`config.mk`:
```
export PLATFORM = sky130hd
export DESIGN_NAME = rv_core
export DESIGN_NICKNAME = d
export VERILOG_FILES = /design/src/logic/rv_pkg.sv /design/src/logic/alu.sv /design/src/logic/csr_timer.sv /design/src/logic/reg_file.sv /design/src/logic/rv_core.sv /design/src/logic/trap_detect.sv
export SDC_FILE = /design/constraint.sdc
export NUM_CORES = 2
export LEC_CHECK = 0
export ABC_AREA = 0
export BUFFER_PORTS_ARGS = -buffer_cell sky130_fd_sc_hd__buf_2
export CAP_MARGIN = 25
export CORE_MARGIN = 2
export CORE_UTILIZATION = 60
export DETAILED_ROUTE_END_ITERATION = 10
export GPL_TIMING_DRIVEN = 1
export PLACE_DENSITY = 0.78
export REMOVE_ABC_BUFFERS = 1
export SYNTH_ARGS = -nofsm -noshare
export SYNTH_HDL_FRONTEND = slang
export SYNTH_SLANG_ARGS = --single-unit
```
`constraint.sdc`:
```
create_clock -name clk -period 18.4 [get_ports clk]
set_input_delay 3.68 -clock clk [delete_from_list [all_inputs] [get_ports clk]]
set_output_delay 3.68 -clock clk [all_outputs]
set_load 0.01 [all_outputs]
```
`src/logic/rv_pkg.sv`:
```
package rv_pkg;

   typedef logic [31:0] word_t;
   typedef logic [31:0] instr_t;
   typedef logic [4:0]  reg_idx_t;
   typedef logic [11:0] csr_addr_t;
   typedef logic [6:0]  opcode_t;

   // Major opcodes of the supported subset
   localparam opcode_t OP_REG    = 7'b0110011;
   localparam opcode_t OP_IMM    = 7'b0010011;
   localparam opcode_t OP_LUI    = 7'b0110111;
   localparam opcode_t OP_LOAD   = 7'b0000011;
   localparam opcode_t OP_STORE  = 7'b0100011;
   localparam opcode_t OP_BRANCH = 7'b1100011;
   localparam opcode_t OP_JAL    = 7'b1101111;
   localparam opcode_t OP_SYSTEM = 7'b1110011;

   localparam instr_t INSTR_ECALL = 32'h0000_0073;
   localparam instr_t INSTR_MRET  = 32'h3020_0073;

   localparam csr_addr_t CSR_MIE    = 12'h304;
   localparam csr_addr_t CSR_MTVEC  = 12'h305;
   localparam csr_addr_t CSR_MEPC   = 12'h341;
   localparam csr_addr_t CSR_MCAUSE = 12'h342;

   // Timer window, low 32 bits only
   localparam word_t MTIME_ADDR    = 32'h0000_1000;
   localparam word_t MTIMECMP_ADDR = 32'h0000_1004;

   localparam word_t CAUSE_ILLEGAL     = 32'd2;
   localparam word_t CAUSE_LD_MISALIGN = 32'd4;
   localparam word_t CAUSE_ST_MISALIGN = 32'd6;
   localparam word_t CAUSE_ECALL       = 32'd11;
   localparam word_t CAUSE_TIMER       = 32'h8000_0007;

   typedef enum logic [2:0] {
      ALU_ADD, ALU_SUB, ALU_AND, ALU_OR, ALU_XOR, ALU_SLT, ALU_EQ, ALU_NE
   } alu_op_t;

   typedef enum logic [2:0] {
      PC_PLUS4, PC_BRANCH, PC_JAL, PC_TRAP, PC_MRET
   } pc_src_t;

   typedef enum logic [2:0] {
      WB_ALU, WB_MEM, WB_PC4, WB_CSR, WB_IMM
   } wb_src_t;

   typedef struct packed {
      alu_op_t alu_op;
      logic    alu_imm;
      logic    reg_write;
      wb_src_t wb_src;
      logic    mem_read;
      logic    mem_write;
      logic    is_branch;
      logic    is_jal;
      logic    csr_write;
      logic    is_ecall;
      logic    is_mret;
      logic    illegal;
   } ctrl_t;

   typedef struct packed {
      reg_idx_t  rs1;
      reg_idx_t  rs2;
      reg_idx_t  rd;
      word_t     imm;
      csr_addr_t csr;
      ctrl_t     ctrl;
   } decoded_t;

   typedef struct packed {
      logic  take;
      word_t cause;
   } trap_t;

   function automatic decoded_t decode(instr_t instr);
      decoded_t   d;
      logic [2:0] funct3;
      logic [6:0] funct7;
      d = '0;
      funct3 = instr[14:12];
      funct7 = instr[31:25];
      d.rs1 = instr[19:15];
      d.rs2 = instr[24:20];
      d.rd = instr[11:7];
      d.csr = instr[31:20];
      d.ctrl.alu_op = ALU_ADD;
      d.ctrl.wb_src = WB_ALU;
      case (opcode_t'(instr[6:0]))
         OP_REG: begin
            d.ctrl.reg_write = 1'b1;
            case ({funct7, funct3})
               {7'h00, 3'b000}: d.ctrl.alu_op = ALU_ADD;
               {7'h20, 3'b000}: d.ctrl.alu_op = ALU_SUB;
               {7'h00, 3'b111}: d.ctrl.alu_op = ALU_AND;
               {7'h00, 3'b110}: d.ctrl.alu_op = ALU_OR;
               {7'h00, 3'b100}: d.ctrl.alu_op = ALU_XOR;
               {7'h00, 3'b010}: d.ctrl.alu_op = ALU_SLT;
               default: begin
                  d.ctrl.reg_write = 1'b0;
                  d.ctrl.illegal = 1'b1;
               end
            endcase
         end
         OP_IMM: begin
            d.imm = {{20{instr[31]}}, instr[31:20]};
            d.ctrl.alu_imm = 1'b1;
            d.ctrl.reg_write = (funct3 == 3'b000);
            d.ctrl.illegal = (funct3 != 3'b000);
         end
         OP_LUI: begin
            d.imm = {instr[31:12], 12'b0};
            d.ctrl.reg_write = 1'b1;
            d.ctrl.wb_src = WB_IMM;
         end
         OP_LOAD: begin
            d.imm = {{20{instr[31]}}, instr[31:20]};
            d.ctrl.alu_imm = 1'b1;
            d.ctrl.wb_src = WB_MEM;
            d.ctrl.mem_read = (funct3 == 3'b010);
            d.ctrl.reg_write = (funct3 == 3'b010);
            d.ctrl.illegal = (funct3 != 3'b010);
         end
         OP_STORE: begin
            d.imm = {{20{instr[31]}}, instr[31:25], instr[11:7]};
            d.ctrl.alu_imm = 1'b1;
            d.ctrl.mem_write = (funct3 == 3'b010);
            d.ctrl.illegal = (funct3 != 3'b010);
         end
         OP_BRANCH: begin
            d.imm = {{20{instr[31]}}, instr[7], instr[30:25], instr[11:8], 1'b0};
            d.ctrl.alu_op = funct3[0] ? ALU_NE : ALU_EQ;
            d.ctrl.is_branch = (funct3[2:1] == 2'b00);
            d.ctrl.illegal = (funct3[2:1] != 2'b00);
         end
         OP_JAL: begin
            d.imm = {{12{instr[31]}}, instr[19:12], instr[20], instr[30:21], 1'b0};
            d.ctrl.is_jal = 1'b1;
            d.ctrl.reg_write = 1'b1;
            d.ctrl.wb_src = WB_PC4;
         end
         OP_SYSTEM: begin
            if (funct3 == 3'b001) begin
               d.ctrl.csr_write = 1'b1;
               d.ctrl.reg_write = 1'b1;
               d.ctrl.wb_src = WB_CSR;
            end else if (instr == INSTR_ECALL) begin
               d.ctrl.is_ecall = 1'b1;
            end else if (instr == INSTR_MRET) begin
               d.ctrl.is_mret = 1'b1;
            end else begin
               d.ctrl.illegal = 1'b1;
            end
         end
         default: d.ctrl.illegal = 1'b1;
      endcase
      return d;
   endfunction

endpackage

```
`src/logic/alu.sv`:
```
module alu (
   input  rv_pkg::alu_op_t op_i,
   input  rv_pkg::word_t   a_i,
   input  rv_pkg::word_t   b_i,
   output rv_pkg::word_t   y_o
);
   import rv_pkg::*;

   logic lt_signed;

   assign lt_signed = $signed(a_i) < $signed(b_i);

   always_comb begin
      case (op_i)
         ALU_ADD: y_o = a_i + b_i;
         ALU_SUB: y_o = a_i - b_i;
         ALU_AND: y_o = a_i & b_i;
         ALU_OR:  y_o = a_i | b_i;
         ALU_XOR: y_o = a_i ^ b_i;
         ALU_SLT: y_o = {31'b0, lt_signed};
         // Compare results feed the branch decision through bit 0
         ALU_EQ:  y_o = {31'b0, a_i == b_i};
         ALU_NE:  y_o = {31'b0, a_i != b_i};
         default: y_o = '0;
      endcase
   end

endmodule

```
`src/logic/csr_timer.sv`:
```
module csr_timer (
   input  logic              clk,
   input  logic              rst,
   input  logic              csr_we_i,
   input  rv_pkg::csr_addr_t csr_addr_i,
   input  rv_pkg::word_t     csr_wd_i,
   output rv_pkg::word_t     csr_rd_o,
   input  logic              tmr_we_i,
   input  rv_pkg::word_t     tmr_addr_i,
   input  rv_pkg::word_t     tmr_wd_i,
   output rv_pkg::word_t     tmr_rd_o,
   input  rv_pkg::trap_t     trap_i,
   input  logic              mret_i,
   input  rv_pkg::word_t     pc_i,
   output rv_pkg::word_t     mtvec_o,
   output rv_pkg::word_t     mepc_o,
   output logic              timer_pend_o
);
   import rv_pkg::*;

   word_t mtvec_q;
   word_t mepc_q;
   word_t mcause_q;
   word_t mie_q;
   word_t mtime_q;
   word_t mtimecmp_q;
   // Saved timer enable, brought back by mret
   logic  mpie_q;

   ////////////////////////////////////////
   // CSR read and write
   ////////////////////////////////////////

   always_comb begin
      case (csr_addr_i)
         CSR_MTVEC:  csr_rd_o = mtvec_q;
         CSR_MEPC:   csr_rd_o = mepc_q;
         CSR_MCAUSE: csr_rd_o = mcause_q;
         CSR_MIE:    csr_rd_o = mie_q;
         default:    csr_rd_o = '0;
      endcase
   end

   always_ff @(posedge clk) begin
      if (rst) begin
         mie_q <= '0;
         mpie_q <= 1'b0;
      end else if (trap_i.take) begin
         mpie_q <= mie_q[7];
         mie_q[7] <= 1'b0;
      end else if (mret_i) begin
         mie_q[7] <= mpie_q;
      end else if (csr_we_i && (csr_addr_i == CSR_MIE)) begin
         mie_q <= csr_wd_i;
      end
   end

   always_ff @(posedge clk) begin
      if (trap_i.take) begin
         mepc_q <= pc_i;
         mcause_q <= trap_i.cause;
      end else if (csr_we_i) begin
         case (csr_addr_i)
            CSR_MTVEC:  mtvec_q <= csr_wd_i;
            CSR_MEPC:   mepc_q <= csr_wd_i;
            CSR_MCAUSE: mcause_q <= csr_wd_i;
            default:    ;
         endcase
      end
   end

   ////////////////////////////////////////
   // Timer
   ////////////////////////////////////////

   always_ff @(posedge clk) begin
      if (rst) begin
         mtime_q <= '0;
         mtimecmp_q <= '1;
      end else begin
         mtime_q <= mtime_q + 32'd1;
         // A store to mtime wins over the increment
         if (tmr_we_i && (tmr_addr_i == MTIME_ADDR)) begin
            mtime_q <= tmr_wd_i;
         end
         if (tmr_we_i && (tmr_addr_i == MTIMECMP_ADDR)) begin
            mtimecmp_q <= tmr_wd_i;
         end
      end
   end

   assign tmr_rd_o = (tmr_addr_i == MTIMECMP_ADDR) ? mtimecmp_q : mtime_q;
   assign timer_pend_o = mie_q[7] && (mtime_q >= mtimecmp_q);
   assign mtvec_o = mtvec_q;
   assign mepc_o = mepc_q;

   // Core must drop the CSR write of a trapping instruction
   a_no_trap_csr_we: assert property (@(posedge clk) disable iff (rst)
      !(trap_i.take && csr_we_i));

endmodule

```
`src/logic/reg_file.sv`:
```
module reg_file (
   input  logic             clk,
   input  logic             rst,
   input  rv_pkg::reg_idx_t rs1_i,
   input  rv_pkg::reg_idx_t rs2_i,
   input  rv_pkg::reg_idx_t rd_i,
   input  logic             we_i,
   input  rv_pkg::word_t    wd_i,
   output rv_pkg::word_t    rd1_o,
   output rv_pkg::word_t    rd2_o
);
   import rv_pkg::*;

   // x0 has no storage
   word_t regs [1:31];

   always_ff @(posedge clk) begin
      if (rst) begin
         for (int i = 1; i < 32; i++) begin
            regs[i] <= '0;
         end
      end else if (we_i && (rd_i != '0)) begin
         regs[rd_i] <= wd_i;
      end
   end

   assign rd1_o = (rs1_i == '0) ? '0 : regs[rs1_i];
   assign rd2_o = (rs2_i == '0) ? '0 : regs[rs2_i];

   a_x0_zero: assert property (@(posedge clk) disable iff (rst)
      (rs1_i == '0) |-> (rd1_o == '0));

endmodule

```
`src/logic/rv_core.sv`:
```
module rv_core (
   input  logic           clk,
   input  logic           rst,
   input  rv_pkg::instr_t instr_i,
   output rv_pkg::word_t  pc_o,
   output rv_pkg::word_t  mem_addr_o,
   output rv_pkg::word_t  mem_wd_o,
   output logic           mem_we_o,
   input  rv_pkg::word_t  mem_rd_i
);
   import rv_pkg::*;

   word_t    pc_q;
   word_t    pc_next;
   word_t    pc_plus4;
   word_t    pc_target;
   pc_src_t  pc_src;
   decoded_t dec;
   ctrl_t    ctrl;
   trap_t    trap;
   word_t    rs1_val;
   word_t    rs2_val;
   word_t    alu_b;
   word_t    alu_y;
   word_t    wb_data;
   word_t    load_data;
   word_t    csr_rd;
   word_t    tmr_rd;
   word_t    mtvec;
   word_t    mepc;
   logic     timer_pend;
   logic     tmr_sel;
   logic     br_taken;

   assign dec = decode(instr_i);
   assign ctrl = dec.ctrl;

   ////////////////////////////////////////
   // Execute
   ////////////////////////////////////////

   reg_file u_reg_file (
      .clk   (clk),
      .rst   (rst),
      .rs1_i (dec.rs1),
      .rs2_i (dec.rs2),
      .rd_i  (dec.rd),
      .we_i  (ctrl.reg_write && !trap.take),
      .wd_i  (wb_data),
      .rd1_o (rs1_val),
      .rd2_o (rs2_val)
   );

   assign alu_b = ctrl.alu_imm ? dec.imm : rs2_val;

   alu u_alu (
      .op_i (ctrl.alu_op),
      .a_i  (rs1_val),
      .b_i  (alu_b),
      .y_o  (alu_y)
   );

   // Timer registers are decoded out of the RAM path
   assign tmr_sel = (alu_y == MTIME_ADDR) || (alu_y == MTIMECMP_ADDR);

   csr_timer u_csr_timer (
      .clk          (clk),
      .rst          (rst),
      .csr_we_i     (ctrl.csr_write && !trap.take),
      .csr_addr_i   (dec.csr),
      .csr_wd_i     (rs1_val),
      .csr_rd_o     (csr_rd),
      .tmr_we_i     (ctrl.mem_write && tmr_sel && !trap.take),
      .tmr_addr_i   (alu_y),
      .tmr_wd_i     (rs2_val),
      .tmr_rd_o     (tmr_rd),
      .trap_i       (trap),
      .mret_i       (ctrl.is_mret && !trap.take),
      .pc_i         (pc_q),
      .mtvec_o      (mtvec),
      .mepc_o       (mepc),
      .timer_pend_o (timer_pend)
   );

   trap_detect u_trap_detect (
      .ctrl_i       (ctrl),
      .addr_i       (alu_y),
      .timer_pend_i (timer_pend),
      .trap_o       (trap)
   );

   ////////////////////////////////////////
   // Memory and write-back
   ////////////////////////////////////////

   // Strobe covers RAM and timer stores, RAM sits below the timer window
   assign mem_addr_o = alu_y;
   assign mem_wd_o = rs2_val;
   assign mem_we_o = ctrl.mem_write && !trap.take;
   assign load_data = tmr_sel ? tmr_rd : mem_rd_i;

   always_comb begin
      case (ctrl.wb_src)
         WB_MEM:  wb_data = load_data;
         WB_PC4:  wb_data = pc_plus4;
         WB_CSR:  wb_data = csr_rd;
         WB_IMM:  wb_data = dec.imm;
         default: wb_data = alu_y;
      endcase
   end

   ////////////////////////////////////////
   // Next PC
   ////////////////////////////////////////

   assign pc_plus4 = pc_q + 32'd4;
   assign pc_target = pc_q + dec.imm;
   assign br_taken = ctrl.is_branch && alu_y[0];

   always_comb begin
      if (trap.take) begin
         pc_src = PC_TRAP;
      end else if (ctrl.is_mret) begin
         pc_src = PC_MRET;
      end else if (ctrl.is_jal) begin
         pc_src = PC_JAL;
      end else if (br_taken) begin
         pc_src = PC_BRANCH;
      end else begin
         pc_src = PC_PLUS4;
      end
   end

   always_comb begin
      case (pc_src)
         PC_TRAP:           pc_next = mtvec;
         PC_MRET:           pc_next = mepc;
         PC_JAL, PC_BRANCH: pc_next = pc_target;
         default:           pc_next = pc_plus4;
      endcase
   end

   always_ff @(posedge clk) begin
      if (rst) begin
         pc_q <= '0;
      end else begin
         pc_q <= pc_next;
      end
   end

   assign pc_o = pc_q;

endmodule

```
`src/logic/trap_detect.sv`:
```
module trap_detect (
   input  rv_pkg::ctrl_t ctrl_i,
   input  rv_pkg::word_t addr_i,
   input  logic          timer_pend_i,
   output rv_pkg::trap_t trap_o
);
   import rv_pkg::*;

   logic misalign;

   assign misalign = (addr_i[1:0] != 2'b00);

   // Timer first, then illegal, ecall, misaligned word access
   always_comb begin
      trap_o = '{take: 1'b0, cause: '0};
      if (timer_pend_i) begin
         trap_o = '{take: 1'b1, cause: CAUSE_TIMER};
      end else if (ctrl_i.illegal) begin
         trap_o = '{take: 1'b1, cause: CAUSE_ILLEGAL};
      end else if (ctrl_i.is_ecall) begin
         trap_o = '{take: 1'b1, cause: CAUSE_ECALL};
      end else if (ctrl_i.mem_read && misalign) begin
         trap_o = '{take: 1'b1, cause: CAUSE_LD_MISALIGN};
      end else if (ctrl_i.mem_write && misalign) begin
         trap_o = '{take: 1'b1, cause: CAUSE_ST_MISALIGN};
      end
   end

   always_comb begin
      if (trap_o.take) begin
         a_cause_known: assert (trap_o.cause inside {CAUSE_ILLEGAL, CAUSE_LD_MISALIGN,
            CAUSE_ST_MISALIGN, CAUSE_ECALL, CAUSE_TIMER});
      end
   end

endmodule

```
# Word level (Yosys, flattened, before mapping)
# Memories as Yosys holds them, arrays and structs flattened.
# Index checks and enable logic that the tools add are counted.
# totals
register_bits	225
ram_bits	992
in_bits	66
wordCells	162
n_memories	1
# op_classes
addsub	5
magnitude_cmp	2
n_eq_ne	41
mux	57
bitwise	5
n_reduce_logical	42
# memory_table
memory	words	word_bits	rd	rd_ports_with_merged_regs	write_ports	line_no	rtl
u_reg_file.regs	31	32	2	0	31	reg_file.sv:15	word_t regs [1:31];
# ops
operator	count
$mux 32	13
$pmux 32 s4	2
$pmux 32 s8	1
$mux 33	5
$pmux 32 s5	1
$pmux 32 s3	1
$add 32x32->32	2
$eq 32x13->1 const B	2
$eq 12x10->1 const B	4
$add 32x1->32 const B	1
$add 32x3->32 const B	1
$and 32x32->32	1
$eq 32x30->1 const B	1
$eq 32x32->1	1
$eq 32x7->1 const B	1
$ge 32x32->1	1
$lt 32x32->1	1
$ne 32x32->1	1
$or 32x32->32	1
$reduce_or 32->1	1
$sub 32x32->32	1
$xor 32x32->32	1
$eq 10x3->1 const B	3
$eq 3x2->1 const B	7
36 further kinds	98

# Longest topological paths before layout
# logic_depth
depth_word	21
mapped_depth	31
mapped_depth_nobuf	25

# Cells and area by module
# A second synthesis with hierarchy kept.
# unflattened
hier_cells	6331
hier_area_um2	75940.3
# by_module_without_submodules
mod	instances	cells_each	area_each_um2	seq_area_each_um2
reg_file	1	3500	54223.3	30749.5
csr_timer	1	973	9560.4	4824.6
rv_core	1	979	6537.5	640.6
alu	1	839	5336.4	0.0
trap_detect	1	40	282.8	0.0

# Worst setup path before layout
# No wires, ideal clock.
# synth_timing
path_kind	input-to-output
from	input port instr_i[20]
to	output port mem_addr_o[26]
t_arrival_ns	9.396
t_required_ns	14.720
slack_ns	5.324
path_stages	21
n_path_buf	5
cell_sequence	clkbuf_1 buf_1 clkbuf_1 buf_1 mux4_2 mux4_2 a22o_1 a21o_1 ha_1 fa_1 nor2_1 o311a_1 o2111ai_1 and3_1 buf_2 a211o_1 a211oi_2 o21ai_1 mux2_4 a21oi_4 inv_2
# synth_via
elab_chain_cells	5
word_cells_on_any_way	11
classes_between	2 x add/sub; 4 x mux; 3 x bitwise; 1 x reduce/logical; 1 x memory
# synth_lines
item	line_no	rtl
start: declaration	rv_core.sv:4	input rv_pkg::instr_t instr_i,
$mem_v2 31x32 / $logic_not 5->1 (equally long branches)	--	
$mux 32 *	reg_file.sv:28	assign rd2_o = (rs2_i == '0) ? '0 : regs[rs2_i];
net mem_wd_o[0]	rv_core.sv:7	output rv_pkg::word_t mem_wd_o,
$mux 32 *	rv_core.sv:54	assign alu_b = ctrl.alu_imm ? dec.imm : rs2_val;
$sub 32x32->32 / $add 32x32->32 (equally long branches)	alu.sv:16, alu.sv:15	
$pmux 32 s8 *	alu.sv:14	case (op_i)
end: declaration	rv_core.sv:6	output rv_pkg::word_t mem_addr_o,
# The timed path passes the listed nets; every way through them passes the cells marked *.

# Final worst setup path
# layout_timing
from	input port instr_i[20]
to	output port mem_addr_o[29]
# layout_via
elab_chain_cells	5
word_cells_on_any_way	11
classes_between	2 x add/sub; 4 x mux; 3 x bitwise; 1 x reduce/logical; 1 x memory
# layout_lines
item	line_no	rtl
$mem_v2 31x32 / $logic_not 5->1 (equally long branches)	--	
$mux 32	reg_file.sv:28	
$mux 32 *	rv_core.sv:54	
$sub 32x32->32 (tied with other cells)	alu.sv:16	ALU_SUB: y_o = a_i - b_i;
$pmux 32 s8 *	alu.sv:14	
# Every way passes the cells marked *; elsewhere a longest branch is shown, timed or not.

==> results.py <==
metrics = {
    "detailed_routing": {
        "routed_via_density": 7.66,
        "wl_met3_um": 51400,
        "vias": 59200,
        "route.met2.wl_um": 123000,
        "topRoutingLayerUsed": "met5",
        "dr.pass1.iters": 10,
        "drt_drc_violations_left": 0,
        "post_drt_wl_per_cell_um": 37.9,
        "detail-route-antenna-nets": 0,
        "drt_wl_total_um": 293000,
        "drt_iter0_drc": 11700,
        "met1_length_um": 90500,
    },
    "sta": {
        "setup_viol": 0,
        "fmax_ghz": 0.0697,
        "fin_crit_sh_pct": 77.9,
        "slew_headroom_pct": 17.0,
        "fin_ws_ns": 4.06,
        "rsz0062_at_grt": "no",
        "tightest_slew_ns": 1.25,
        "finClkSkew_ns": 0.0387,
        "min_period_ns": 14.34,
        "setup_tns_ns": 0,
        "drv_slew": 0,
        "final_hold_viol_count": 0,
    },
    "logic_synthesis": {
        "ys_ff_latch": 1249,
        "ys_warn_count": 0,
        "ys_types": 103,
        "synth-async-reset-ratio_pct": 0,
        "synthFlopType": "edfxtp_1",
        "synth_seq_area_share_pct": 49.9,
        "syn_inst": 6023,
        "syn_area_um2": 72500,
        "postSynthAreaPerCell_um2": 12.0,
        "synth_edf_count": 1120,
    },
    "final_layout": {
        "final_nets": 6242,
        "seqCellArea_um2": 36200,
        "layout-drive-gt1-share_pct": 22.2,
        "syn2layout_area_growth_pct": 10.0,
        "multiInputGateArea_um2": 34000,
        "final_area_um2": 79800,
        "fill_cells": 8305,
        "fin_util_pct": 66.5,
    },
    "global_route": {
        "grt_usage_pct": 47.5,
        "grt_start_max_net_pins": 158,
        "grt_overflow_total": 0,
        "grt_pass1_wl_um": 411000,
        "antenna_found_initial": 18,
        "grt_pass1_vias": 57800,
    },
    "floorplanning": {
        "die_y_um": 352,
        "io_pins": 163,
        "core-area_um2": 120000,
        "initial_utilization_pct": 60.4,
        "die_w_um": 352,
        "dieArea_um2": 124000,
        "row_count": 127,
    },
    "clock_network": {
        "postCtsSetupRepairBufs": 0,
        "postCtsHoldBufs": 0,
        "cts_tree": "yes",
        "numCtsBuffers": 133,
        "clock-root-buffer": "clkbuf_16",
        "clkTransAtPathRegs_ns": 0.05,
        "clock-sinks": 1249,
        "clk_path_buf_depth": 3,
        "cts.htree.levels": 4,
        "cts-resized-gates": 0,
        "clk_latency_ns": 0.80,
    },
    "setup_path": {
        "cp-start-kind": "input port",
        "worstPathArrival_ns": 10.66,
        "worstSetupPathType": "input port to output pin",
        "cp.required_ns": 14.72,
        "crit_path_max_fanout": 77,
        "worst_setup_path_end_kind": "output pin",
    },
    "power": {
        "p_seq_share_pct": 40.8,
        "finalPower_mw": 8.02,
        "comb_power_share_pct": 24.2,
        "p_sw_mw": 2.61,
        "switching_share_pct": 32.5,
        "irDropWorstVdd_uv": 106,
        "p_per_area_nw_per_um2": 101,
        "clock_power_share_pct": 35.0,
        "p_int_mw": 5.41,
        "leakage_nw": 31.0,
    },
    "place": {
        "post-place-ws_ns": 4.25,
        "numPortBuffers": 162,
        "globalplace.congestion": 1.04,
        "hpwlAfterDp_um": 180000,
        "place_area_um2": 75300,
    },
    "worst_hold_path": {
        "hold_path.class": "register to register",
    },
    "status": {
        "outcome": "finished clean",
    },
    "job": {
        "cap_viol_max_count": 0,
    },
}
==> per-stage QoR <==
step / std cells / hold slack [ns]
floorplan: 5531 / 0.426
global placement: 7480 / 0.440
detailed placement: 7485 / 0.448
CTS: 7722 / 0.456
global route: 7728 / 0.474
finish: 7733 / 0.455
==> worst max-delay path: stages <==
cell and delay, ns:
buf_8 0.62, buf_4 0.89, nor4_1 0.24, nor2_4 0.13
buf_4 0.44, a22o_1 0.64, nor2_1 0.12, or2_2 0.33
ha_1 0.48, nor2_1 0.26, nand3_1 0.14, o211ai_1 0.60
a211oi_2 0.22, o21ai_1 0.55, a41oi_1 0.29, mux2i_1 0.18
o211ai_1 0.45, buf_2 0.23
==> state kept, by name (all words and copies together), names as in the netlist <==
register and count:
u_csr_timer.mtvec_o 32, u_csr_timer.mtimecmp_q 32, u_csr_timer.mcause_q 32, pc_o 32, u_csr_timer.mpie_q 1, u_csr_timer.mepc_o 32, u_csr_timer.mie_q 32, u_csr_timer.mtime_q 32
u_reg_file.regs 1024
==> final timing paths <==
path / startpoint / endpoint / slack (ns) / depth (start not counted)
max reg2reg: u_csr_timer.mtime_q[0] / u_reg_file.regs[17][6] / 9.71 / 21
min: u_csr_timer.mie_q[30] / u_csr_timer.mie_q[30] / 0.46 / 2
min reg2reg: u_csr_timer.mie_q[30] / u_csr_timer.mie_q[30] / 0.46 / 2
max: instr_i[20] / mem_addr_o[29] / 4.06 / 18
==> power groups by stage <==
stage / Clock, mW / Combinational [mW] / Sequential, mW
after detailed placement: 0 / 1.82 / 3.32
after global routing: 2.89 / 1.98 / 3.28
after CTS: 2.79 / 1.84 / 3.27
final: 2.80 / 1.94 / 3.27
after floorplan: 0 / 1.00 / 3.29
after global placement: 0 / 1.81 / 3.31
==> placed cells by master (no fill, tap or decap), drive strengths merged, types with 129 or more instances in the layout <==
| cell | synthesis | layout |
|---|---|---|
| a21oi | 229 | 229 |
| buf | 200 | 345 |
| clkbuf | 323 | 164 |
| dfxtp | 129 | 129 |
| edfxtp | 1120 | 1120 |
| ha | 161 | 161 |
| inv | 194 | 203 |
| mux2i | 140 | 140 |
| mux4 | 620 | 620 |
| nand2 | 461 | 461 |
| nor2 | 1313 | 1313 |
| o21ai | 149 | 149 |
==> cells in the mapped netlist, types with 32 or more instances <==
cell | n | area (µm²)
nand3_1 | 83 | 415
inv_1 | 178 | 668
o22ai_1 | 44 | 275
a222oi_1 | 32 | 320
buf_2 | 114 | 571
clkbuf_1 | 323 | 1210
nor3_1 | 47 | 235
buf_1 | 78 | 293
nor2_1 | 1309 | 4910
dfxtp_1 | 129 | 2580
mux2i_1 | 140 | 1400
a21o_1 | 71 | 533
nand2b_1 | 36 | 225
nand2_1 | 460 | 1730
ha_1 | 161 | 2010
xnor2_1 | 61 | 534
a21oi_1 | 227 | 1140
o21ai_0 | 142 | 711
a221oi_1 | 33 | 289
mux4_2 | 620 | 14000
o211ai_1 | 32 | 240
edfxtp_1 | 1120 | 33600
==> cell families (layout without fill, tap and decap cells) <==
logic type	count (synthesis)	count (layout)	synth area share, %
XOR/XNOR	91	91	1.10
adder cells (fa/ha/maj)	164	164	2.86
multiplexers	778	778	21.5
other	1	39	0.00517
AND/OR/NAND/NOR	2165	2165	12.6
buffers and inverters	719	779	4.00
AO/OA/AOI/OAI	856	856	8.02
flip-flops	1249	1249	49.9
==> cell type report <==
| type | instances | share of cell area (%) |
|---|---|---|
| Clock buffer | 163 | 4.45 |
| Sequential cell | 1249 | 45.4 |
| Multi-Input combinational cell | 4086 | 42.7 |
| Inverter | 196 | 0.925 |
| Timing Repair Buffer | 346 | 2.92 |
| Tap cell | 1612 | 2.53 |
| Antenna cell | 7 | 0.0220 |
| Clock inverter | 74 | 1.10 |
==> per-layer routing <==
metal | up-vias | track usage [%]
li1 | 22600 | -
met1 | 28400 | 57.6
met2 | 6416 | 67.8
met3 | 1799 | 20.3
met4 | 22 | 35.3
met5 | - | 0.314
Power figures use the tool's default switching activity.
